===== config.mk =====
export PLATFORM = sky130hd
export DESIGN_NAME = ohci_top
export DESIGN_NICKNAME = d
export VERILOG_FILES = /design/src/common/ohci_pkg.sv /design/src/common/ohci_desc_if.sv /design/src/dma/ohci_ed_unpack.sv /design/src/dma/ohci_dma_reader.sv /design/src/listservice/ohci_listservice.sv /design/src/verilog/ohci_regs.sv /design/src/verilog/ohci_top.sv
export SDC_FILE = /design/constraint.sdc
export NUM_CORES = 1
export LEC_CHECK = 0
export ABC_AREA = 1
export CORE_MARGIN = 2
export CORE_UTILIZATION = 58
export DETAILED_ROUTE_END_ITERATION = 8
export DONT_BUFFER_PORTS = 1
export PLACE_DENSITY = 0.82
export SLEW_MARGIN = 10
export SYNTH_ARGS = -nofsm -noshare
export SYNTH_HDL_FRONTEND = slang
export SYNTH_SLANG_ARGS = --single-unit

===== constraint.sdc =====
create_clock -name soc_clk_i -period 3.9 [get_ports soc_clk_i]
set_clock_uncertainty 0.1 [all_clocks]
set_input_delay 0.975 -clock soc_clk_i [delete_from_list [all_inputs] [get_ports soc_clk_i]]
set_output_delay 0.975 -clock soc_clk_i [all_outputs]
set_load 0.005 [all_outputs]

===== src/common/ohci_pkg.sv =====
// ####################################################################
// OHCI list-service shared definitions: ED layout, register map and
// the structs between the register file and the list walker
// ####################################################################

package ohci_pkg;

  // ED pointer, byte address divided by 16
  typedef logic [27:0] ed_ptr_t;

  // Decoded endpoint descriptor
  typedef struct packed {
    logic    skip;
    logic    halted;
    ed_ptr_t head_ptr;
    ed_ptr_t tail_ptr;
    ed_ptr_t next_ed;
  } ed_t;

  // Register byte offsets
  localparam logic [7:0] CTRL_OFS      = 8'h00;
  localparam logic [7:0] STATUS_OFS    = 8'h04;
  localparam logic [7:0] CTRL_HEAD_OFS = 8'h08;
  localparam logic [7:0] CTRL_CUR_OFS  = 8'h0C;
  localparam logic [7:0] BULK_HEAD_OFS = 8'h10;
  localparam logic [7:0] BULK_CUR_OFS  = 8'h14;
  localparam logic [7:0] INTR_EN_OFS   = 8'h18;
  localparam logic [7:0] SERVICED_OFS  = 8'h1C;

  typedef struct packed {
    logic       run;
    logic       cle;
    logic       ble;
    logic [1:0] cbsr;
    ed_ptr_t    ctrl_head;
    ed_ptr_t    ctrl_cur;
    ed_ptr_t    bulk_head;
    ed_ptr_t    bulk_cur;
  } reg2hw_t;

  typedef struct packed {
    ed_ptr_t ctrl_cur_d;
    logic    ctrl_cur_de;
    ed_ptr_t bulk_cur_d;
    logic    bulk_cur_de;
    logic    run_clr;
    logic    done_set;
    logic    serviced_inc;
  } hw2reg_t;

endpackage


===== src/common/ohci_desc_if.sv =====
// ####################################################################
// ED fetch channel between the list walker and the DMA reader
// ####################################################################

interface ohci_desc_if import ohci_pkg::*; ();

  logic    req_valid;
  logic    req_ready;
  ed_ptr_t req_addr;
  // One-cycle pulse per request
  logic    rsp_valid;
  ed_t     rsp_ed;
  logic    rsp_work;

  modport requester (
    output req_valid, req_addr,
    input  req_ready, rsp_valid, rsp_ed, rsp_work
  );

  modport responder (
    input  req_valid, req_addr,
    output req_ready, rsp_valid, rsp_ed, rsp_work
  );

endinterface


===== src/dma/ohci_ed_unpack.sv =====
// ####################################################################
// Assembles an ED from four read beats and flags pending work
// ####################################################################

module ohci_ed_unpack import ohci_pkg::*; (
  input  logic        soc_clk_i,
  input  logic        rst_n_i,
  input  logic        beat_valid_i,
  input  logic [1:0]  beat_idx_i,
  input  logic [31:0] beat_data_i,
  output logic        ed_valid_o,
  output ed_t         ed_o,
  output logic        work_o
);

  logic    skip_q, halted_q;
  ed_ptr_t head_q, tail_q, next_q;

  // Word 0 sKip, word 1 TailP, word 2 HeadP with Halted, word 3 NextED
  always_ff @(posedge soc_clk_i) begin
    if (beat_valid_i) begin
      case (beat_idx_i)
        2'd0: skip_q <= beat_data_i[14];
        2'd1: tail_q <= beat_data_i[31:4];
        2'd2: begin
          head_q   <= beat_data_i[31:4];
          halted_q <= beat_data_i[0];
        end
        default: next_q <= beat_data_i[31:4];
      endcase
    end
  end

  // Pulse once the last word is stored
  always_ff @(posedge soc_clk_i or negedge rst_n_i) begin
    if (!rst_n_i) begin
      ed_valid_o <= 1'b0;
    end else begin
      ed_valid_o <= beat_valid_i && beat_idx_i == 2'd3;
    end
  end

  assign ed_o = '{skip: skip_q, halted: halted_q, head_ptr: head_q,
                  tail_ptr: tail_q, next_ed: next_q};

  // Empty queue when HeadP equals TailP
  assign work_o = !skip_q && !halted_q && (head_q != tail_q);

endmodule


===== src/dma/ohci_dma_reader.sv =====
// ####################################################################
// AXI4-Lite read manager, fetches one ED as four single-word reads
// ####################################################################

module ohci_dma_reader import ohci_pkg::*; #(
  parameter int unsigned DmaAddrWidth = 32
) (
  input  logic                    soc_clk_i,
  input  logic                    rst_n_i,
  output logic                    dma_arvalid_o,
  input  logic                    dma_arready_i,
  output logic [DmaAddrWidth-1:0] dma_araddr_o,
  input  logic                    dma_rvalid_i,
  output logic                    dma_rready_o,
  input  logic [31:0]             dma_rdata_i,
  ohci_desc_if.responder          fetch
);

  typedef enum logic [1:0] {
    RD_IDLE,
    RD_ADDR,
    RD_DATA
  } rd_state_e;

  rd_state_e   state_q;
  ed_ptr_t     ptr_q;
  logic [1:0]  beat_q;
  logic [31:0] word_addr;
  logic        beat_fire;

  // Word address is pointer*16 plus beat*4
  assign word_addr       = {ptr_q, beat_q, 2'b00};
  assign dma_araddr_o    = DmaAddrWidth'(word_addr);
  assign dma_arvalid_o   = state_q == RD_ADDR;
  assign dma_rready_o    = state_q == RD_DATA;
  assign fetch.req_ready = state_q == RD_IDLE;
  assign beat_fire       = dma_rvalid_i && dma_rready_o;

  always_ff @(posedge soc_clk_i) begin
    if (fetch.req_valid && fetch.req_ready) begin
      ptr_q <= fetch.req_addr;
    end
  end

  always_ff @(posedge soc_clk_i or negedge rst_n_i) begin
    if (!rst_n_i) begin
      state_q <= RD_IDLE;
      beat_q  <= '0;
    end else begin
      case (state_q)
        RD_IDLE: begin
          if (fetch.req_valid) begin
            beat_q  <= '0;
            state_q <= RD_ADDR;
          end
        end
        RD_ADDR: if (dma_arready_i) state_q <= RD_DATA;
        RD_DATA: begin
          if (beat_fire) begin
            beat_q  <= beat_q + 2'd1;
            state_q <= (beat_q == 2'd3) ? RD_IDLE : RD_ADDR;
          end
        end
        default: state_q <= RD_IDLE;
      endcase
    end
  end

  ohci_ed_unpack i_ed_unpack (
    .soc_clk_i    ( soc_clk_i ),
    .rst_n_i      ( rst_n_i ),
    .beat_valid_i ( beat_fire ),
    .beat_idx_i   ( beat_q ),
    .beat_data_i  ( dma_rdata_i ),
    .ed_valid_o   ( fetch.rsp_valid ),
    .ed_o         ( fetch.rsp_ed ),
    .work_o       ( fetch.rsp_work )
  );

  a_ar_stable: assert property (@(posedge soc_clk_i) disable iff (!rst_n_i)
    dma_arvalid_o && !dma_arready_i |=> dma_arvalid_o && $stable(dma_araddr_o));

endmodule


===== src/listservice/ohci_listservice.sv =====
// ####################################################################
// Control and bulk ED list walker, CBSR+1 control EDs per bulk ED
// ####################################################################

module ohci_listservice import ohci_pkg::*; (
  input  logic           soc_clk_i,
  input  logic           rst_n_i,
  input  reg2hw_t        reg2hw_i,
  output hw2reg_t        hw2reg_o,
  ohci_desc_if.requester fetch
);

  typedef enum logic [1:0] {
    ST_IDLE,
    ST_SELECT,
    ST_WAIT
  } state_e;

  state_e     state_q;
  logic       run_q;
  logic       ctrl_ex_q, bulk_ex_q;
  logic       sel_bulk_q;
  // Control EDs taken since the last bulk ED
  logic [2:0] ratio_cnt_q;
  logic       start, all_ex, take_bulk;

  assign start     = reg2hw_i.run && !run_q && state_q == ST_IDLE;
  assign all_ex    = ctrl_ex_q && bulk_ex_q;
  assign take_bulk = ctrl_ex_q || (!bulk_ex_q && ratio_cnt_q > {1'b0, reg2hw_i.cbsr});

  // Pointer comes straight from the current register, updated the cycle before
  assign fetch.req_valid = state_q == ST_SELECT && !all_ex;
  assign fetch.req_addr  = take_bulk ? reg2hw_i.bulk_cur : reg2hw_i.ctrl_cur;

  always_comb begin
    hw2reg_o = '0;
    case (state_q)
      ST_IDLE: begin
        if (start) begin
          hw2reg_o.ctrl_cur_de = reg2hw_i.cle;
          hw2reg_o.ctrl_cur_d  = reg2hw_i.ctrl_head;
          hw2reg_o.bulk_cur_de = reg2hw_i.ble;
          hw2reg_o.bulk_cur_d  = reg2hw_i.bulk_head;
        end
      end
      ST_SELECT: begin
        hw2reg_o.done_set = all_ex;
        hw2reg_o.run_clr  = all_ex;
      end
      ST_WAIT: begin
        if (fetch.rsp_valid) begin
          hw2reg_o.ctrl_cur_de  = !sel_bulk_q;
          hw2reg_o.ctrl_cur_d   = fetch.rsp_ed.next_ed;
          hw2reg_o.bulk_cur_de  = sel_bulk_q;
          hw2reg_o.bulk_cur_d   = fetch.rsp_ed.next_ed;
          hw2reg_o.serviced_inc = fetch.rsp_work;
        end
      end
      default: hw2reg_o = '0;
    endcase
  end

  always_ff @(posedge soc_clk_i or negedge rst_n_i) begin
    if (!rst_n_i) begin
      state_q     <= ST_IDLE;
      run_q       <= 1'b0;
      ctrl_ex_q   <= 1'b1;
      bulk_ex_q   <= 1'b1;
      sel_bulk_q  <= 1'b0;
      ratio_cnt_q <= '0;
    end else begin
      run_q <= reg2hw_i.run;
      case (state_q)
        ST_IDLE: begin
          if (start) begin
            ctrl_ex_q   <= !reg2hw_i.cle || reg2hw_i.ctrl_head == '0;
            bulk_ex_q   <= !reg2hw_i.ble || reg2hw_i.bulk_head == '0;
            ratio_cnt_q <= '0;
            state_q     <= ST_SELECT;
          end
        end
        ST_SELECT: begin
          if (all_ex) begin
            state_q <= ST_IDLE;
          end else if (fetch.req_ready) begin
            sel_bulk_q <= take_bulk;
            state_q    <= ST_WAIT;
          end
        end
        ST_WAIT: begin
          if (fetch.rsp_valid) begin
            if (sel_bulk_q) begin
              bulk_ex_q   <= fetch.rsp_ed.next_ed == '0;
              ratio_cnt_q <= '0;
            end else begin
              ctrl_ex_q <= fetch.rsp_ed.next_ed == '0;
              // saturates while the bulk list is exhausted
              if (ratio_cnt_q <= {1'b0, reg2hw_i.cbsr}) begin
                ratio_cnt_q <= ratio_cnt_q + 3'd1;
              end
            end
            state_q <= ST_SELECT;
          end
        end
        default: state_q <= ST_IDLE;
      endcase
    end
  end

  a_no_null_fetch: assert property (@(posedge soc_clk_i) disable iff (!rst_n_i)
    fetch.req_valid |-> fetch.req_addr != '0);

endmodule


===== src/verilog/ohci_regs.sv =====
// ####################################################################
// OHCI register file on an AXI4-Lite subordinate port, with hardware
// update inputs and the DONE interrupt
// ####################################################################

module ohci_regs import ohci_pkg::*; (
  input  logic        soc_clk_i,
  input  logic        rst_n_i,
  input  logic        ctrl_awvalid_i,
  output logic        ctrl_awready_o,
  input  logic [31:0] ctrl_awaddr_i,
  input  logic        ctrl_wvalid_i,
  output logic        ctrl_wready_o,
  input  logic [31:0] ctrl_wdata_i,
  input  logic [3:0]  ctrl_wstrb_i,
  output logic        ctrl_bvalid_o,
  input  logic        ctrl_bready_i,
  output logic [1:0]  ctrl_bresp_o,
  input  logic        ctrl_arvalid_i,
  output logic        ctrl_arready_o,
  input  logic [31:0] ctrl_araddr_i,
  output logic        ctrl_rvalid_o,
  input  logic        ctrl_rready_i,
  output logic [31:0] ctrl_rdata_o,
  output logic [1:0]  ctrl_rresp_o,
  input  hw2reg_t     hw2reg_i,
  output reg2hw_t     reg2hw_o,
  output logic        intr_o
);

  logic        run_q, cle_q, ble_q, done_q, intr_en_q;
  logic [1:0]  cbsr_q;
  ed_ptr_t     ctrl_head_q, ctrl_cur_q, bulk_head_q, bulk_cur_q;
  logic [31:0] serviced_q;
  logic        wr_rdy_q;
  logic        wr_en, rd_en;
  logic [7:0]  wr_ofs;
  logic [31:0] strb_mask, wr_word;

  function automatic logic [31:0] reg_word(input logic [7:0] ofs);
    logic [31:0] word;
    word = '0;
    case (ofs)
      CTRL_OFS:      word = {26'd0, cbsr_q, 1'b0, ble_q, cle_q, run_q};
      STATUS_OFS:    word = {31'd0, done_q};
      CTRL_HEAD_OFS: word = {ctrl_head_q, 4'd0};
      CTRL_CUR_OFS:  word = {ctrl_cur_q, 4'd0};
      BULK_HEAD_OFS: word = {bulk_head_q, 4'd0};
      BULK_CUR_OFS:  word = {bulk_cur_q, 4'd0};
      INTR_EN_OFS:   word = {31'd0, intr_en_q};
      SERVICED_OFS:  word = serviced_q;
      default:       word = '0;
    endcase
    return word;
  endfunction

  // Both ready signals rise together once AW and W are present
  assign ctrl_awready_o = wr_rdy_q;
  assign ctrl_wready_o  = wr_rdy_q;
  assign wr_en  = wr_rdy_q && ctrl_awvalid_i && ctrl_wvalid_i;
  assign rd_en  = ctrl_arready_o && ctrl_arvalid_i;
  assign wr_ofs = ctrl_awaddr_i[7:0];
  assign ctrl_bresp_o = 2'b00;
  assign ctrl_rresp_o = 2'b00;

  // Byte strobes merge new data into the current word
  assign strb_mask = {{8{ctrl_wstrb_i[3]}}, {8{ctrl_wstrb_i[2]}},
                      {8{ctrl_wstrb_i[1]}}, {8{ctrl_wstrb_i[0]}}};
  assign wr_word   = (reg_word(wr_ofs) & ~strb_mask) | (ctrl_wdata_i & strb_mask);

  always_ff @(posedge soc_clk_i or negedge rst_n_i) begin
    if (!rst_n_i) begin
      wr_rdy_q       <= 1'b0;
      ctrl_bvalid_o  <= 1'b0;
      ctrl_arready_o <= 1'b0;
      ctrl_rvalid_o  <= 1'b0;
    end else begin
      wr_rdy_q <= ctrl_awvalid_i && ctrl_wvalid_i && !wr_rdy_q && !ctrl_bvalid_o;
      if (wr_en) begin
        ctrl_bvalid_o <= 1'b1;
      end else if (ctrl_bready_i) begin
        ctrl_bvalid_o <= 1'b0;
      end
      ctrl_arready_o <= ctrl_arvalid_i && !ctrl_arready_o && !ctrl_rvalid_o;
      if (rd_en) begin
        ctrl_rvalid_o <= 1'b1;
      end else if (ctrl_rready_i) begin
        ctrl_rvalid_o <= 1'b0;
      end
    end
  end

  always_ff @(posedge soc_clk_i) begin
    if (rd_en) begin
      ctrl_rdata_o <= reg_word(ctrl_araddr_i[7:0]);
    end
  end

  always_ff @(posedge soc_clk_i or negedge rst_n_i) begin
    if (!rst_n_i) begin
      run_q       <= 1'b0;
      cle_q       <= 1'b0;
      ble_q       <= 1'b0;
      cbsr_q      <= '0;
      done_q      <= 1'b0;
      intr_en_q   <= 1'b0;
      ctrl_head_q <= '0;
      ctrl_cur_q  <= '0;
      bulk_head_q <= '0;
      bulk_cur_q  <= '0;
      serviced_q  <= '0;
    end else begin
      if (wr_en && wr_ofs == CTRL_OFS) begin
        cle_q  <= wr_word[1];
        ble_q  <= wr_word[2];
        cbsr_q <= wr_word[5:4];
      end
      // Hardware wins over software on RUN, DONE and the current pointers
      if (hw2reg_i.run_clr) begin
        run_q <= 1'b0;
      end else if (wr_en && wr_ofs == CTRL_OFS) begin
        run_q <= wr_word[0];
      end
      if (hw2reg_i.done_set) begin
        done_q <= 1'b1;
      end else if (wr_en && wr_ofs == STATUS_OFS && ctrl_wdata_i[0] && ctrl_wstrb_i[0]) begin
        done_q <= 1'b0;
      end
      if (hw2reg_i.ctrl_cur_de) begin
        ctrl_cur_q <= hw2reg_i.ctrl_cur_d;
      end else if (wr_en && wr_ofs == CTRL_CUR_OFS) begin
        ctrl_cur_q <= wr_word[31:4];
      end
      if (hw2reg_i.bulk_cur_de) begin
        bulk_cur_q <= hw2reg_i.bulk_cur_d;
      end else if (wr_en && wr_ofs == BULK_CUR_OFS) begin
        bulk_cur_q <= wr_word[31:4];
      end
      if (wr_en && wr_ofs == CTRL_HEAD_OFS) begin
        ctrl_head_q <= wr_word[31:4];
      end
      if (wr_en && wr_ofs == BULK_HEAD_OFS) begin
        bulk_head_q <= wr_word[31:4];
      end
      if (wr_en && wr_ofs == INTR_EN_OFS) begin
        intr_en_q <= wr_word[0];
      end
      // Count restarts when a new walk is launched
      if (wr_en && wr_ofs == CTRL_OFS && wr_word[0] && !run_q) begin
        serviced_q <= '0;
      end else if (hw2reg_i.serviced_inc) begin
        serviced_q <= serviced_q + 32'd1;
      end
    end
  end

  always_ff @(posedge soc_clk_i or negedge rst_n_i) begin
    if (!rst_n_i) begin
      intr_o <= 1'b0;
    end else begin
      intr_o <= done_q && intr_en_q;
    end
  end

  assign reg2hw_o = '{run: run_q, cle: cle_q, ble: ble_q, cbsr: cbsr_q,
                      ctrl_head: ctrl_head_q, ctrl_cur: ctrl_cur_q,
                      bulk_head: bulk_head_q, bulk_cur: bulk_cur_q};

  a_bvalid_hold: assert property (@(posedge soc_clk_i) disable iff (!rst_n_i)
    ctrl_bvalid_o && !ctrl_bready_i |=> ctrl_bvalid_o);
  a_rvalid_hold: assert property (@(posedge soc_clk_i) disable iff (!rst_n_i)
    ctrl_rvalid_o && !ctrl_rready_i |=> ctrl_rvalid_o && $stable(ctrl_rdata_o));

endmodule


===== src/verilog/ohci_top.sv =====
// ####################################################################
// OHCI list-service front end: register port, list walker, ED fetch
// ####################################################################

module ohci_top import ohci_pkg::*; #(
  parameter int unsigned DmaAddrWidth = 32
) (
  input  logic                    soc_clk_i,
  input  logic                    rst_n_i,
  // Register subordinate port
  input  logic                    ctrl_awvalid_i,
  output logic                    ctrl_awready_o,
  input  logic [31:0]             ctrl_awaddr_i,
  input  logic                    ctrl_wvalid_i,
  output logic                    ctrl_wready_o,
  input  logic [31:0]             ctrl_wdata_i,
  input  logic [3:0]              ctrl_wstrb_i,
  output logic                    ctrl_bvalid_o,
  input  logic                    ctrl_bready_i,
  output logic [1:0]              ctrl_bresp_o,
  input  logic                    ctrl_arvalid_i,
  output logic                    ctrl_arready_o,
  input  logic [31:0]             ctrl_araddr_i,
  output logic                    ctrl_rvalid_o,
  input  logic                    ctrl_rready_i,
  output logic [31:0]             ctrl_rdata_o,
  output logic [1:0]              ctrl_rresp_o,
  // DMA read manager port
  output logic                    dma_arvalid_o,
  input  logic                    dma_arready_i,
  output logic [DmaAddrWidth-1:0] dma_araddr_o,
  input  logic                    dma_rvalid_i,
  output logic                    dma_rready_o,
  input  logic [31:0]             dma_rdata_i,
  output logic                    intr_o
);

  reg2hw_t reg2hw;
  hw2reg_t hw2reg;

  ohci_desc_if fetch_if ();

  ohci_regs i_regs (
    .soc_clk_i, .rst_n_i,
    .ctrl_awvalid_i, .ctrl_awready_o, .ctrl_awaddr_i,
    .ctrl_wvalid_i, .ctrl_wready_o, .ctrl_wdata_i, .ctrl_wstrb_i,
    .ctrl_bvalid_o, .ctrl_bready_i, .ctrl_bresp_o,
    .ctrl_arvalid_i, .ctrl_arready_o, .ctrl_araddr_i,
    .ctrl_rvalid_o, .ctrl_rready_i, .ctrl_rdata_o, .ctrl_rresp_o,
    .hw2reg_i ( hw2reg ),
    .reg2hw_o ( reg2hw ),
    .intr_o
  );

  ohci_listservice i_listservice (
    .soc_clk_i, .rst_n_i,
    .reg2hw_i ( reg2hw ),
    .hw2reg_o ( hw2reg ),
    .fetch    ( fetch_if.requester )
  );

  ohci_dma_reader #(
    .DmaAddrWidth ( DmaAddrWidth )
  ) i_dma_reader (
    .soc_clk_i, .rst_n_i,
    .dma_arvalid_o, .dma_arready_i, .dma_araddr_o,
    .dma_rvalid_i, .dma_rready_o, .dma_rdata_i,
    .fetch ( fetch_if.responder )
  );

endmodule


-- Word level (Yosys, flattened, before mapping)
Cells that the tools add are included.
W data, S select, Z words.
- flip-flop bits (word level): 316
- logic and storage cells: 198
- add/sub/neg operators: 3
- order comparisons: 2
- eq/ne operators: 31
- mux-type cells: 49
- bitwise operators: 6
- reduce and logical (&&, ||, !) cells: 75
- operator list (kind ; number):
    $pmux W32 S8 ; 2
    $mux W28 ; 5
    $mux W58 ; 2
    $pmux W58 S2 ; 1
    $logic_not A28 Y1 ; 3
    $and A32 B32 Y32 ; 2
    $eq A8 B5 Y1 const B ; 8
    $mux W32 ; 2
    $add A32 B1 Y32 const B ; 1
    $eq A8 B4 Y1 const B ; 4
    $not A32 Y32 ; 1
    $or A32 B32 Y32 ; 1
    $logic_and A1 B1 Y1 ; 30
    $ne A28 B28 Y1 ; 1
    $mux W2 ; 10
    $reduce_bool A2 Y1 ; 9
    $mux W1 ; 17
    $eq A8 B3 Y1 const B ; 2
    $logic_not A8 Y1 ; 2
    $logic_not A1 Y1 ; 13
    $mux W3 ; 4
    $pmux W2 S3 ; 2
    $reduce_and A3 Y1 ; 4
    $reduce_and A4 Y1 ; 3
    other kinds (17) ; 37

-- Logic depth before layout (Yosys ltp)
- depth after elaboration: 7
- gate-level depth with buffers: 14

-- Modules after synthesis
A second synthesis with hierarchy kept.
- cells, all modules: 2243
- area total of the unflattened synthesis: 17277.8 um^2
- by module, submodules not included (module ; times used ; cells each ; area each (um^2)):
    ohci_regs ; 1 ; 1554 ; 10914.2
    ohci_ed_unpack ; 1 ; 230 ; 3205.6
    ohci_listservice ; 1 ; 396 ; 2063.2
    ohci_dma_reader ; 1 ; 63 ; 1094.8

-- Least setup slack after synthesis
OpenSTA, ideal clock, no wires.
- path type: input port to flip-flop
- start point: input dma_rvalid_i
- end point: register i_dma_reader.i_ed_unpack.halted_q, enable pin
- arrival time: 2370 ps
- data required time: 3385 ps
- slack: 1015 ps
- cell stages on the path: 2
- buffers on the path: 0
- cell sequence: nand2_1 -> nor2_1
- word-level cells in the longest chain between the ends: 2
- ends and longest elaborated chain (what ; RTL line ; RTL):
    start: declaration ; ohci_top.sv:32 ; input logic dma_rvalid_i,
    $logic_and A1 B1 Y1 ; ohci_dma_reader.sv:37 ; assign beat_fire = dma_rvalid_i && dma_rready_o;
    $reduce_and A2 Y1 (no line) ; -- ;
    end signal: assignment ; ohci_ed_unpack.sv:27 ; halted_q <= beat_data_i[0];
    end: declaration ; ohci_ed_unpack.sv:16 ; logic skip_q, halted_q;
Every way passes these cells.
A chain may end at the register's enable or synchronous reset.

-- Worst setup path after layout
- start point: register i_regs.cbsr_q[1]
- end point: register i_dma_reader.ptr_q[11] (data pin)
- word-level cells in the longest chain between the ends: 4
- ends and longest elaborated chain (what ; RTL line ; RTL):
    start: declaration ; ohci_regs.sv:32 ; logic [1:0] cbsr_q;
    start signal: assignment ; ohci_regs.sv:116 ; cbsr_q <= wr_word[5:4];
    $gt A3 B2 Y1 ; ohci_listservice.sv:29 ; assign take_bulk = ctrl_ex_q || (!bulk_ex_q && ratio_cnt_q > {1'b0, reg2hw_i.cbsr});
    $logic_and A1 B1 Y1 ; ohci_listservice.sv:29 ;
    $logic_or A1 B1 Y1 ; ohci_listservice.sv:29 ;
    $mux W28 ; ohci_listservice.sv:33 ; assign fetch.req_addr = take_bulk ? reg2hw_i.bulk_cur : reg2hw_i.ctrl_cur;
    via fetch_if.req_addr[11] ; ohci_desc_if.sv:9 ; ed_ptr_t req_addr;
    end signal: assignment ; ohci_dma_reader.sv:41 ; ptr_q <= fetch.req_addr;
    end: declaration ; ohci_dma_reader.sv:26 ; ed_ptr_t ptr_q;
The timed path passes the listed nets, and every way through them passes these cells.

==> results.py <==
metrics = {
    "synthesis": {
        "synthMuxAreaShare": 0.000672,
        "synthTopCellsByArea": "edfxtp_1, dfrtp_1, nand2_1, inv_1, o22ai_1",
        "seq_area_frac_synth": 0.516,
        "synth-seq-cells": 316,
        "synth_top_family_by_area": "simple AND/OR/NAND/NOR gates",
        "synth_compound_area_frac": 0.121,
        "yosys.area.top_type_share": 0.262,
        "ys_types": 47,
        "syn-cell-area_sq_um": 16800,
        "yosys.area_share.adder": 0.00672,
        "yosysWarnings": 0,
        "yosysTopAreaCell": "edfxtp_1",
        "postSynthAreaPerCell_sq_um": 8.33,
        "syn_inst": 2011,
        "synth-simple-area-share": 0.242,
        "synth_xor_area_frac": 0.0162,
    },
    "floorplanning": {
        "die_area_sq_um": 30300,
        "io_pins": 217,
        "row_count": 62,
        "start_util": 0.587,
        "fp.dieW_um": 174,
        "die_y_um": 174,
        "core_sq_um": 28500,
    },
    "worst_hold_path": {
        "hp-class": "input pin to asynchronous set/reset pin",
    },
    "clock_network": {
        "cts-root-buf": "clkbuf_16",
        "clkTransAtPathRegs_ns": 0.06,
        "holdBufCountCts": 0,
        "cts_resized": 0,
        "htree_num_levels": 2,
        "cts.sinks": 316,
        "postCtsSetupBuffers": 0,
        "tritoncts": "done",
        "clk-insertion-delay-late_ns": 0.52,
        "cts_buffers": 36,
        "cts_buffer_depth": 3,
    },
    "placement": {
        "port_buffers": 0,
        "dpl.cell_count": 2335,
        "dp_hpwl_um": 35100,
        "dp_slack_ns": 0.916,
        "gp_congestion": 0.991,
    },
    "critical_path": {
        "cp-start-kind": "flip-flop",
        "crit_path_max_incr_delay_ns": 0.77,
        "rr_endpoint": "i_dma_reader.ptr_q[11]",
        "cp.arrival_ns": 3.02,
        "path_buf_inv": 2,
        "cpMostUsedCell": "inv_1",
        "path_depth": 8,
        "worstRegToRegCells": 8,
        "setup.worst_path.start": "i_regs.cbsr_q[1]",
        "cp_top_family": "compound AO/OA/AOI/OAI gates",
        "endpoint_kind": "flip-flop",
        "crit_fanout": 44,
        "cp_cell_sequence": "inv_1, ha_1, inv_1, nor2_1, o21ai_2, a21oi_1, or2_2, o21ai_0",
        "ff2ff_setup_slack_ns": 1.0,
        "criticalPathCategory": "flip-flop to flip-flop",
        "required_ns": 4.01,
        "r2r-start": "i_regs.cbsr_q[1]",
        "crit_slowest_cell": "o21ai_0",
        "cp-endpoint": "i_dma_reader.ptr_q[11]",
    },
    "drt": {
        "drtIter0Drc": 2171,
        "drtAntennaViolNets": 0,
        "wl_per_cell_um": 21.9,
        "vias_per_cell": 6.18,
        "wirelength_um": 52500,
        "drc": 0,
        "dr.pass1.iters": 7,
        "vias": 14800,
    },
    "sta": {
        "setup_tns_ns": 0,
        "min_period_ns": 2.90,
        "slew_headroom": 0.355,
        "rsz0062_at_grt": "no",
        "finalCritPeriodShare": 0.744,
        "slew_viol_final": 0,
        "setup_violations": 0,
        "holdWs_ns": 0.0490,
        "tightest_slew_ns": 0.968,
        "setup_ws_ns": 0.998,
        "max_freq_ghz": 0.345,
        "hold_viol_final": 0,
    },
    "pwr": {
        "pwr-share-comb": 0.052,
        "intPower_w": 0.00573,
        "clock_power_share": 0.457,
        "p_leak_nw": 8.02,
        "ir_drop_v": 0.000328,
        "pwr_density_cell_nw_per_um2": 409,
        "swShare": 0.228,
        "seqPwrFrac": 0.491,
        "power.total_w": 0.00742,
        "power_switching_w": 0.00169,
    },
    "global_routing": {
        "use_met3": 0.122,
        "grtUsageTotal": 0.345,
        "overflow": 0,
        "antenna_found_initial": 6,
        "grt_max_degree": 171,
        "grt_busiest_layer": "met2",
        "grt_pass1_vias": 13900,
        "grt_use_met2": 0.517,
        "use_met1": 0.454,
        "grt_pass1_wl_um": 79700,
    },
    "finish": {
        "drive_gt1_frac": 0.0878,
        "final_cell_mix": "nand2_1, inv_1, dfrtp_1",
        "area_delta_synth_final_pct": 8.09,
        "final_common_cell": "nand2_1",
        "nNetsFinal": 2139,
        "final_cells": 2403,
    },
    "run_status": {
        "status": "finished clean",
    },
    "job": {
        "cap_violations": 0,
    },
}
-- cell usage after synthesis (all sizes together) --
cell	number
nand2	639
inv	290
dfrtp	168
edfxtp	146
nand3	125
o21ai	125
o22ai	119
nor2	116
buf	69
a21oi	36
nand4	33
o221ai	22
clkbuf	21
xnor2	19
nor3	18
o211ai	18
xor2	12
ha	9
nor4	8
clkinv	3
a31oi	2
dfstp	2
o2111ai	2
o31ai	2
or2	2
a21o	1
and3	1
conb	1
mux2	1
nand3b	1
-- worst min-delay path by stage --
stage | startpoint | to | cells after the start
finish | rst_n_i | i_regs.ctrl_arready_o | 0
global route | rst_n_i | i_regs.ctrl_rvalid_o | 0
CTS | rst_n_i | i_regs.ctrl_arready_o | 0
detailed placement | i_regs.ctrl_head_q[0] | i_regs.ctrl_head_q[0] | 2
global placement | i_regs.ctrl_arready_o | i_regs.ctrl_arready_o | 1
floorplan | i_regs.run_q | i_listservice.run_q | 0
-- sequential cells by signal, indices dropped and copies added, names as in the netlist, 3 cells and up --
| signal | flops |
|---|---|
| i_listservice.ratio_cnt_q | 3 |
| i_regs.bulk_head_q | 28 |
| i_dma_reader.ptr_q | 28 |
| i_dma_reader.i_ed_unpack.tail_q | 28 |
| i_dma_reader.i_ed_unpack.head_q | 28 |
| i_regs.ctrl_rdata_o | 32 |
| i_dma_reader.i_ed_unpack.next_q | 28 |
| i_regs.serviced_q | 32 |
| i_regs.ctrl_head_q | 28 |
| i_regs.bulk_cur_q | 28 |
| i_regs.ctrl_cur_q | 28 |
-- logic make-up after synthesis --
group,after synthesis
adder cells (fa/ha/maj),9
AND/OR/NAND/NOR,943
buffers and inverters,383
AO/OA/AOI/OAI,327
multiplexers,1
flip-flops,316
XOR/XNOR,31
other,1
-- stage by stage --
step / area (sq um) / utilization
final: 18100 / 0.634
after global routing: 18100 / 0.634
after CTS: 18100 / 0.634
after detailed placement: 16900 / 0.593
after global placement: 16900 / 0.593
after floorplan: 16800 / -
-- power by group through the flow --
stage	logic [W]	clock network, W	registers, W
after detailed placement	0.000371	0	0.00371
after CTS	0.000374	0.00341	0.00364
after global routing	0.000420	0.00354	0.00365
after floorplan	0.000261	0	0.00369
after global placement	0.000359	0	0.00370
final	0.000385	0.00339	0.00364
-- routing by layer --
metal	vias to the layer above	routed length, um
met5	-	46
li1	6580	-
met3	241	7980
met4	6	2790
met2	1081	22600
met1	6932	19100
-- area by class of cell --
class | instances | area [sq um]
Tap cell | 384 | 480
Inverter | 293 | 1100
Timing Repair Buffer | 25 | 188
Antenna cell | 4 | 10.0
Fill cell | 2394 | 10400
Multi-Input combinational cell | 1317 | 6520
Clock inverter | 20 | 203
Sequential cell | 316 | 8640
Clock buffer | 44 | 972
Note: power is estimated with default switching activity, not from simulation.
